<file path="src/win_buf_config.svh">
`ifndef WIN_BUF_CONFIG_SVH
`define WIN_BUF_CONFIG_SVH

// image size in pixels.
`define WB_IMG_W 20
`define WB_IMG_H 16

// window side, rows and columns.
`define WB_WIN 13

// bits per pixel.
`define WB_PIX_W 8

// coordinate widths, must hold WB_IMG_W and WB_IMG_H.
`define WB_COL_W 5
`define WB_ROW_W 5

`endif

</file>
<file path="src/win_buf_pkg.sv">
`include "win_buf_config.svh"

package win_buf_pkg;

    typedef logic [`WB_PIX_W-1:0] pix_t;
    typedef logic [`WB_COL_W-1:0] col_t;
    typedef logic [`WB_ROW_W-1:0] row_t;

    // frame and row sequencing states.
    typedef enum logic [2:0] {
        IDLE       = 3'd0,
        START      = 3'd1,
        START_COL  = 3'd2,
        COL_OUT    = 3'd3,
        END_COL    = 3'd4,
        END_COL_2  = 3'd5,
        FINISH_ALL = 3'd6,
        DONE       = 3'd7
    } win_ctrl_state_e;

endpackage

</file>
<file path="src/win_buf_ctrl.sv">
`timescale 1ns/100ps

module win_buf_ctrl (
    input  logic clk,
    input  logic rst_n,
    input  logic layer_done,
    input  logic row_eq_max,
    input  logic col_eq_max,
    input  logic col_ge_threshold,
    output logic count_en,
    output logic frame_clear,
    output logic window_valid,
    output logic frame_done
);
    import win_buf_pkg::*;

    win_ctrl_state_e state;
    win_ctrl_state_e state_next;

    always_ff @(posedge clk) begin
        if (!rst_n) begin
            state <= IDLE;
        end else begin
            state <= state_next;
        end
    end

    always_comb begin
        state_next = state;
        case (state)
            IDLE: begin
                if (layer_done) begin
                    state_next = START;
                end
            end
            START: state_next = START_COL;
            // fill the left part of the window.
            START_COL: begin
                if (col_ge_threshold) begin
                    state_next = COL_OUT;
                end
            end
            COL_OUT: begin
                if (col_eq_max) begin
                    state_next = END_COL;
                end
            end
            END_COL: state_next = row_eq_max ? FINISH_ALL : END_COL_2;
            END_COL_2: state_next = row_eq_max ? FINISH_ALL : START_COL;
            FINISH_ALL: state_next = DONE;
            DONE: state_next = IDLE;
            default: state_next = IDLE;
        endcase
    end

    // moore outputs.
    always_comb begin
        count_en     = 1'b0;
        frame_clear  = 1'b0;
        window_valid = 1'b0;
        frame_done   = 1'b0;
        case (state)
            START: frame_clear = 1'b1;
            START_COL: count_en = 1'b1;
            COL_OUT: begin
                count_en     = 1'b1;
                window_valid = 1'b1;
            end
            // last window of the row, no fetch.
            END_COL: window_valid = 1'b1;
            FINISH_ALL: frame_done = 1'b1;
            default: begin
                count_en = 1'b0;
            end
        endcase
    end

endmodule

</file>
<file path="src/win_buf_counter.sv">
`timescale 1ns/100ps

`include "win_buf_config.svh"

module win_buf_counter (
    input  logic              clk,
    input  logic              rst_n,
    input  logic              count_en,
    input  logic              frame_clear,
    output win_buf_pkg::row_t pix_row,
    output win_buf_pkg::col_t pix_col,
    output logic              row_eq_max,
    output logic              col_eq_max,
    output logic              col_ge_threshold
);
    import win_buf_pkg::*;

    localparam col_t LAST_COL  = col_t'(`WB_IMG_W - 1);
    localparam col_t THRESHOLD = col_t'(`WB_WIN - 1);
    localparam row_t ROW_MAX   = row_t'(`WB_IMG_H);

    // column position, wraps at the end of the row.
    always_ff @(posedge clk) begin
        if (!rst_n || frame_clear) begin
            pix_col <= '0;
        end else if (count_en) begin
            if (col_eq_max) begin
                pix_col <= '0;
            end else begin
                pix_col <= pix_col + col_t'(1);
            end
        end
    end

    // row position, steps on each column wrap.
    always_ff @(posedge clk) begin
        if (!rst_n || frame_clear) begin
            pix_row <= '0;
        end else if (count_en && col_eq_max) begin
            pix_row <= pix_row + row_t'(1);
        end
    end

    // row_eq_max means every row has been read.
    always_comb begin
        row_eq_max       = (pix_row == ROW_MAX);
        col_eq_max       = (pix_col == LAST_COL);
        col_ge_threshold = (pix_col >= THRESHOLD);
    end

endmodule

</file>
<file path="src/win_line_buffer.sv">
`timescale 1ns/100ps

`include "win_buf_config.svh"

module win_line_buffer (
    input  logic                          clk,
    input  logic                          rst_n,
    input  logic                          shift_en,
    input  logic                          frame_clear,
    input  win_buf_pkg::col_t             pix_col,
    input  win_buf_pkg::pix_t             pix_in,
    output logic [`WB_WIN*`WB_PIX_W-1:0]  col_out
);
    import win_buf_pkg::*;

    localparam int unsigned NUM_LINES = `WB_WIN - 1;

    // line 0 is the oldest row, NUM_LINES-1 the row just above pix_in.
    pix_t line_mem [NUM_LINES][`WB_IMG_W];

    always_ff @(posedge clk) begin
        if (!rst_n || frame_clear) begin
            // zero rows stand in for padding above the image.
            for (int k = 0; k < NUM_LINES; k++) begin
                for (int x = 0; x < `WB_IMG_W; x++) begin
                    line_mem[k][x] <= '0;
                end
            end
        end else if (shift_en) begin
            for (int k = 0; k < NUM_LINES - 1; k++) begin
                line_mem[k][pix_col] <= line_mem[k+1][pix_col];
            end
            line_mem[NUM_LINES-1][pix_col] <= pix_in;
        end
    end

    // vertical column at pix_col, oldest first.
    always_comb begin
        for (int k = 0; k < NUM_LINES; k++) begin
            col_out[k*`WB_PIX_W +: `WB_PIX_W] = line_mem[k][pix_col];
        end
        col_out[NUM_LINES*`WB_PIX_W +: `WB_PIX_W] = pix_in;
    end

endmodule

</file>
<file path="src/win_shift_array.sv">
`timescale 1ns/100ps

`include "win_buf_config.svh"

module win_shift_array (
    input  logic                                  clk,
    input  logic                                  rst_n,
    input  logic                                  shift_en,
    input  logic                                  frame_clear,
    input  logic [`WB_WIN*`WB_PIX_W-1:0]          col_in,
    output logic [`WB_WIN*`WB_WIN*`WB_PIX_W-1:0]  window
);
    import win_buf_pkg::*;

    localparam int unsigned LAST = `WB_WIN - 1;

    // win_q[i][j], i is the row, j the column; j = LAST is the newest.
    pix_t win_q [`WB_WIN][`WB_WIN];

    always_ff @(posedge clk) begin
        if (!rst_n || frame_clear) begin
            for (int i = 0; i < `WB_WIN; i++) begin
                for (int j = 0; j < `WB_WIN; j++) begin
                    win_q[i][j] <= '0;
                end
            end
        end else if (shift_en) begin
            for (int i = 0; i < `WB_WIN; i++) begin
                for (int j = 0; j < LAST; j++) begin
                    win_q[i][j] <= win_q[i][j+1];
                end
                win_q[i][LAST] <= col_in[i*`WB_PIX_W +: `WB_PIX_W];
            end
        end
    end

    // flatten row-major, element (i, j) at index i*WB_WIN + j.
    always_comb begin
        for (int i = 0; i < `WB_WIN; i++) begin
            for (int j = 0; j < `WB_WIN; j++) begin
                window[(i*`WB_WIN + j)*`WB_PIX_W +: `WB_PIX_W] = win_q[i][j];
            end
        end
    end

endmodule

</file>
<file path="src/win_buf_top.sv">
`timescale 1ns/100ps

`include "win_buf_config.svh"

module win_buf_top (
    input  logic                                  clk,
    input  logic                                  rst_n,
    input  logic                                  layer_done,
    input  win_buf_pkg::pix_t                     pix_data,
    output logic                                  pix_rd_en,
    output win_buf_pkg::row_t                     pix_row,
    output win_buf_pkg::col_t                     pix_col,
    output logic [`WB_WIN*`WB_WIN*`WB_PIX_W-1:0]  window,
    output logic                                  window_valid,
    output logic                                  frame_done
);

    logic                          count_en;
    logic                          frame_clear;
    logic                          row_eq_max;
    logic                          col_eq_max;
    logic                          col_ge_threshold;
    logic [`WB_WIN*`WB_PIX_W-1:0]  col_data;

    // one pixel is consumed per cycle while count_en is high.
    assign pix_rd_en = count_en;

    win_buf_ctrl u_win_buf_ctrl (
        .clk              (clk),
        .rst_n            (rst_n),
        .layer_done       (layer_done),
        .row_eq_max       (row_eq_max),
        .col_eq_max       (col_eq_max),
        .col_ge_threshold (col_ge_threshold),
        .count_en         (count_en),
        .frame_clear      (frame_clear),
        .window_valid     (window_valid),
        .frame_done       (frame_done)
    );

    win_buf_counter u_win_buf_counter (
        .clk              (clk),
        .rst_n            (rst_n),
        .count_en         (count_en),
        .frame_clear      (frame_clear),
        .pix_row          (pix_row),
        .pix_col          (pix_col),
        .row_eq_max       (row_eq_max),
        .col_eq_max       (col_eq_max),
        .col_ge_threshold (col_ge_threshold)
    );

    win_line_buffer u_win_line_buffer (
        .clk         (clk),
        .rst_n       (rst_n),
        .shift_en    (count_en),
        .frame_clear (frame_clear),
        .pix_col     (pix_col),
        .pix_in      (pix_data),
        .col_out     (col_data)
    );

    win_shift_array u_win_shift_array (
        .clk         (clk),
        .rst_n       (rst_n),
        .shift_en    (count_en),
        .frame_clear (frame_clear),
        .col_in      (col_data),
        .window      (window)
    );

endmodule

</file>
<file path="config.mk">
export PLATFORM = sky130hd
export DESIGN_NAME = win_buf_top
export DESIGN_NICKNAME = d
export VERILOG_FILES = /design/src/win_buf_pkg.sv /design/src/win_buf_ctrl.sv /design/src/win_buf_counter.sv /design/src/win_line_buffer.sv /design/src/win_shift_array.sv /design/src/win_buf_top.sv
export VERILOG_INCLUDE_DIRS = /design/src
export SDC_FILE = /design/constraint.sdc
export NUM_CORES = 2
export LEC_CHECK = 0
export ABC_AREA = 1
export BUFFER_PORTS_ARGS = -buffer_cell sky130_fd_sc_hd__buf_4
export CORE_AREA = 2 2 532 534
export CTS_BUF_LIST = sky130_fd_sc_hd__clkbuf_4 sky130_fd_sc_hd__clkbuf_8
export DETAILED_ROUTE_END_ITERATION = 10
export DIE_AREA = 0 0 534 536
export MAX_ROUTING_LAYER = met4
export PLACE_DENSITY = 0.72
export SLEW_MARGIN = 10
export SYNTH_ARGS = -nofsm -noshare
export SYNTH_HDL_FRONTEND = slang
export SYNTH_HIERARCHICAL = 1
export SYNTH_SLANG_ARGS = --single-unit
</file>
<file path="constraint.sdc">
create_clock -name clk -period 129.9 [get_ports clk]
set_input_delay 19.485 -clock clk [delete_from_list [all_inputs] [get_ports clk]]
set_output_delay 19.485 -clock clk [all_outputs]
set_load 0.005 [all_outputs]
</file>
---- Word-level counts from Yosys, hierarchy flattened ----
Memories as Yosys holds them, arrays and structs flattened.
Cells that the tools add are included.
cells by class
  muxes and demuxes ....................... 2,144
  $mul .................................... 0
  reduce and logical (&&, ||, !) cells .... 8
  bitwise operators ....................... 2,090
  equal/unequal tests ..................... 12
  shift operators ......................... 0
  div/mod/pow operators ................... 0
  magnitude comparators ................... 3
  add/sub/neg operators ................... 2
operator list
  operator                                                     count
  OR 1 bit                                                     2,089
  2-to-1 mux 1 bit                                             1,929
  2-to-1 mux 8 bit                                             194
  binary-select mux 8 bit (select 5 bit)                       12
  2-to-1 mux 160 bit                                           1
  demux 8 bit (select 5 bit)                                   1
  one-hot mux 3 bit (8 select lines)                           1
  equality test 3 bit (second input constant)                  4
  2-to-1 mux 3 bit                                             4
  adder 5 x 1 -> 5 bit (second input constant)                 2
  equality test 5 bit (second input constant)                  2
  equality test 3 x 2 -> 1 bit (second input constant)         2
  >= comparator 6 bit (second input constant)                  1
  less-than comparator 6 x 1 -> 1 bit (second input constant)  1
  inverter 5 -> 6 bit                                          1
  >= comparator 5 x 4 -> 1 bit (second input constant)         1
  2-to-1 mux 5 bit                                             1
  != test 2 bit (second input constant)                        2
  OR reduction 2 bit                                           2
  equality test 3 x 1 -> 1 bit (second input constant)         1
  logical NOT 3 bit                                            1
  AND reduction 3 bit                                          1
  logical AND 1 bit                                            2
  2-to-1 mux 2 bit                                             1
  3 further kinds                                              3
storage, ports and cells
  bits in registers ....................... 13
  RAM bits ................................ 3,272
  latch bits .............................. 0
  memories kept ........................... 2
  input bits .............................. 11
  memory bits (read-only) ................. 0
  word-level logic and storage cells ...... 4,264
memory list
  memory                      depth  bits a word  rd ports  clocked after Yosys merged registers in  write ports  line                   source
  u_win_line_buffer.line_mem  12     160          12        0                                        12           win_line_buffer.sv:19  pix_t line_mem [NUM_LINES][`WB_IMG_W];
  u_win_shift_array.win_q     13     104          13        0                                        13           win_shift_array.sv:18  pix_t win_q [`WB_WIN][`WB_WIN];

---- Logic depth before layout (Yosys ltp) ----
  word-level depth ........................ 7
  mapped depth ............................ 15

---- Cells and area by module ----
The synthesis kept the hierarchy.
modules (own cells, without submodules)
  module           area each (um^2)  times used  cells an instance
  win_line_buffer  86,440.4          1           9,337
  win_shift_array  52,208.8          1           4,209
  win_buf_counter  576.8             1           80
  win_buf_ctrl     242.7             1           41

---- Least setup slack after synthesis ----
Ideal clock, no wire load.
  path type ............................... input to register
  start point ............................. input port rst_n
  end point ............................... memory u_win_shift_array/win_q[0][0] (netlist name) (enable)
  library setup time ...................... 12.357 ns
  cell stages on the path ................. 1
  data required time ...................... 117.543 ns
  slack ................................... 68.870 ns
  arrival ................................. 48.673 ns
  path through ............................ nand3b_1
RTL lines
  what             line                   source
  start, declared  win_buf_top.sv:7       input logic rst_n,
  end, declared    win_shift_array.sv:18

==> results.txt <==
post_cts resized -> 0
relative slew slack -> 9.139%
pwr/cell area -> 20.30 mW/mm2
wire per inst -> 21.51 um
post-layout instance area -> 0.1624 mm2
Inserted Clock Buffers -> 544
initial antenna violation count -> 5
CP Data Arrival Time -> 26.39 ns
Hold Path Class -> reg -> reg
std cell rows -> 195
Die Span X -> 534 um
Fillers -> 23023
Slew @ Worst Pin -> 1.363 ns
LEAKAGE -> 69.38 nW
CTS tree -> built
grt ovf -> 0
post-synthesis sequential area ratio -> 70.64%
largest net degree at the start of global routing -> 187
Final Hold Viols -> 0
DP Area -> 0.1521 mm2
IO Port Bufs -> 1375
Reg2Reg Launch Point -> u_win_buf_ctrl/state[0]
Hold Crit Depth -> 2
EDFF count, synth -> 3272
Max Cap Viol -> 0
global-route wire length before repair -> 592.7 mm
# Post-CTS Setup Buffers -> 0
drt initial violations -> 11812
period utilization -> 19.82%
Synth Cell Area -> 0.1395 mm2
Residual DRC -> 0
Slew Limit Fails -> 0
CP startpoint kind -> input pin
Reg clk slew, reported paths -> 0.06 ns
die area -> 0.2862 mm2
CTS Hold Bufs -> 0
RSZ-0062 raised after global routing -> false
critical path class -> in -> reg
vias -> 99355
final setup fails -> 0
hold endpoint -> u_win_buf_counter/pix_row[4]
vias in the first global route -> 92368
top_reg_cell synth -> edfxtp_1
drt total wl -> 409.8 mm
Critical Path Fanout Max -> 79
flop-to-flop setup slack -> 121.77 ns
number of nets with antenna violations after routing -> 0
cells after synthesis -> 13667
endpoint class of the critical path -> flip-flop
fmax -> 38.83 MHz
Top Metal Used -> met4
peak supply drop -> 0.01366 mV
vias per inst -> 5.214
Sink Count -> 3285
total number of yosys warnings -> 6
layout cells sized above 1 -> 16.49%
Tmin final -> 25.75 ns
CTS root buffer -> clkbuf_8
effective utilization at floorplan -> 49.66%
area grow syn2layout -> 16.44%
DRT Pass-1 Iters -> 6
Max clock buf depth -> 4
dpl hpwl -> 240.5 mm
hold slack -> 0.5335 ns
R2R Path End -> u_win_shift_array/win_q[1][144]
I/O pin cnt -> 1376
GRT Total Usage -> 28.42%
critical path data required time -> 130.54 ns
H-tree Lvls -> 6
run status -> completed
Async S/R FF share, synth -> 0%
Hold Crit Start -> u_win_buf_counter/pix_row[4]
worst skew pair latency -> 1.06 ns
Synth Register Bits -> 3285
Worst Clk Skew -> 0.09243 ns
R2R cell count -> 12
Mapped Nets -> 13682
Core ar. -> 0.2808 mm2
RePlAce Congestion -> 0.8822
met3 wire len -> 45.24 mm
Final #Nets -> 14924
Power, Total -> 3.296 mW
library cells used by synthesis -> 28
Setup TNS Final -> 0 ns
met2 WL -> 196.9 mm
met1 WL -> 150.4 mm
DP Cell Count -> 18106
Finished Layout Cells -> 19056
Mapped Avg Cell Area -> 10.20 um2
die height -> 536 um
sequential cells by signal, summed over array words and instances (netlist names):
register / cells
u_win_line_buffer/line_mem: 1920
u_win_buf_counter/pix_row: 5
u_win_buf_counter/pix_col: 5
u_win_shift_array/win_q: 1352
u_win_buf_ctrl/state: 3
metrics by stage:
step / worst slack (ns) / util, %
CTS: 104.35 / 57.82
detailed placement: 103.21 / 54.16
global placement: 103.25 / 54.16
global route: 103.81 / 57.83
finish: 104.15 / 57.83
floorplan: 68.87 / -
logic make-up (layout without fill, tap and decap cells):
| group | Yosys count | in the layout | share of synthesized area, % |
|---|---|---|---|
| buffers and inverters | 2382 | 4023 | 7.333 |
| and+or+nand+nor | 7985 | 7985 | 21.95 |
| AOI/OAI and AO/OA | 9 | 9 | 0.03498 |
| adders and majority gates | 4 | 4 | 0.03589 |
| DFF | 3285 | 3285 | 70.64 |
| other | 0 | 5 | 0 |
| xor gates and xnor gates | 2 | 2 | 0.01256 |
critical path, cell delays in order:
cell	delay [ns]
buf_4	0.15
nand3b_1	0.11
buf_4	0.72
buf_4	0.77
buf_4	0.61
buf_4	0.70
buf_4	0.87
buf_4	0.76
buf_4	0.84
buf_4	0.88
cell usage after synthesis (6+ instances only):
library cell	n	area share, %
nor2_1	3382	9.1
and2_1	8	0.036
nand2_1	4215	11
clkbuf_1	385	1.0
dfxtp_1	13	0.19
buf_6	110	0.89
edfxtp_1	3272	70
buf_4	11	0.059
a21oi_1	7	0.025
buf_2	335	1.2
nand4_1	43	0.19
nor3_2	6	0.043
inv_1	1477	4.0
buf_1	59	0.16
nand3_1	311	1.1
routing by layer:
| layer | track usage [%] | vias to the layer above |
|---|---|---|
| li1 | - | 45298 |
| met1 | 35.72 | 47243 |
| met2 | 45.33 | 5784 |
| met3 | 5.724 | 1030 |
| met4 | 11.39 | 0 |
| met5 | - | - |
worst max path at each step:
stage | endpoint | cells after the start | slack (ns) | from
floorplan | u_win_shift_array/win_q[0][0] | 1 | 68.87 | rst_n
detailed placement | u_win_shift_array/win_q[1][139] | 10 | 103.21 | rst_n
global placement | u_win_shift_array/win_q[1][131] | 10 | 103.25 | rst_n
finish | u_win_shift_array/win_q[1][144] | 10 | 104.15 | rst_n
CTS | u_win_shift_array/win_q[1][206] | 10 | 104.35 | rst_n
global route | u_win_shift_array/win_q[1][206] | 10 | 103.81 | rst_n
report_power, final:
| group | internal, mW | switching (mW) |
|---|---|---|
| Sequential | 1.45 | 0.107 |
| Clock | 0.463 | 0.418 |
| Combinational | 0.259 | 0.604 |
layout make-up:
class                   count  area [um2]  area share [%]
repair buffers           1596       12140           7.478
flip-flops and latches   3285       98520           60.67
clock buffers             742        9017           5.553
diodes                      5       12.51        0.007704
inverters                1482        5578           3.435
well taps                3743        4683           2.884
multi-input cells        8000       31170           19.19
clock inverters           203        1271          0.7828
cells in the final DEF (no fill, tap or decap), types with 2 or more instances in the layout:
| cell type | Yosys | final |
|---|---|---|
| nand2_1 | 4215 | 4175 |
| nor2_1 | 3382 | 3350 |
| edfxtp_1 | 3272 | 3272 |
| buf_4 | 11 | 1583 |
| inv_1 | 1477 | 1477 |
| clkbuf_8 | 0 | 551 |
| nand3_1 | 311 | 310 |
| clkbuf_4 | 0 | 191 |
| clkinv_1 | 0 | 120 |
| nand4_1 | 43 | 43 |
| nand2_4 | 0 | 40 |
| nor2_2 | 4 | 30 |
| clkinv_2 | 0 | 27 |
| inv_8 | 0 | 21 |
| clkinvlp_4 | 0 | 15 |
| buf_12 | 0 | 13 |
| dfxtp_1 | 13 | 11 |
| inv_6 | 0 | 8 |
| nor2_4 | 2 | 8 |
| nor3_2 | 6 | 8 |
| and2_1 | 8 | 8 |
| clkinv_8 | 0 | 7 |
| a21oi_1 | 7 | 7 |
| diode_2 | 0 | 5 |
| bufinv_16 | 0 | 5 |
| nand3_2 | 4 | 4 |
| ha_1 | 4 | 4 |
| inv_2 | 5 | 3 |
| nand2_2 | 2 | 2 |
| xor2_1 | 2 | 2 |
| nor3b_2 | 2 | 2 |
| dfxtp_4 | 0 | 2 |
Note: power is estimated with default switching activity, not from simulation.
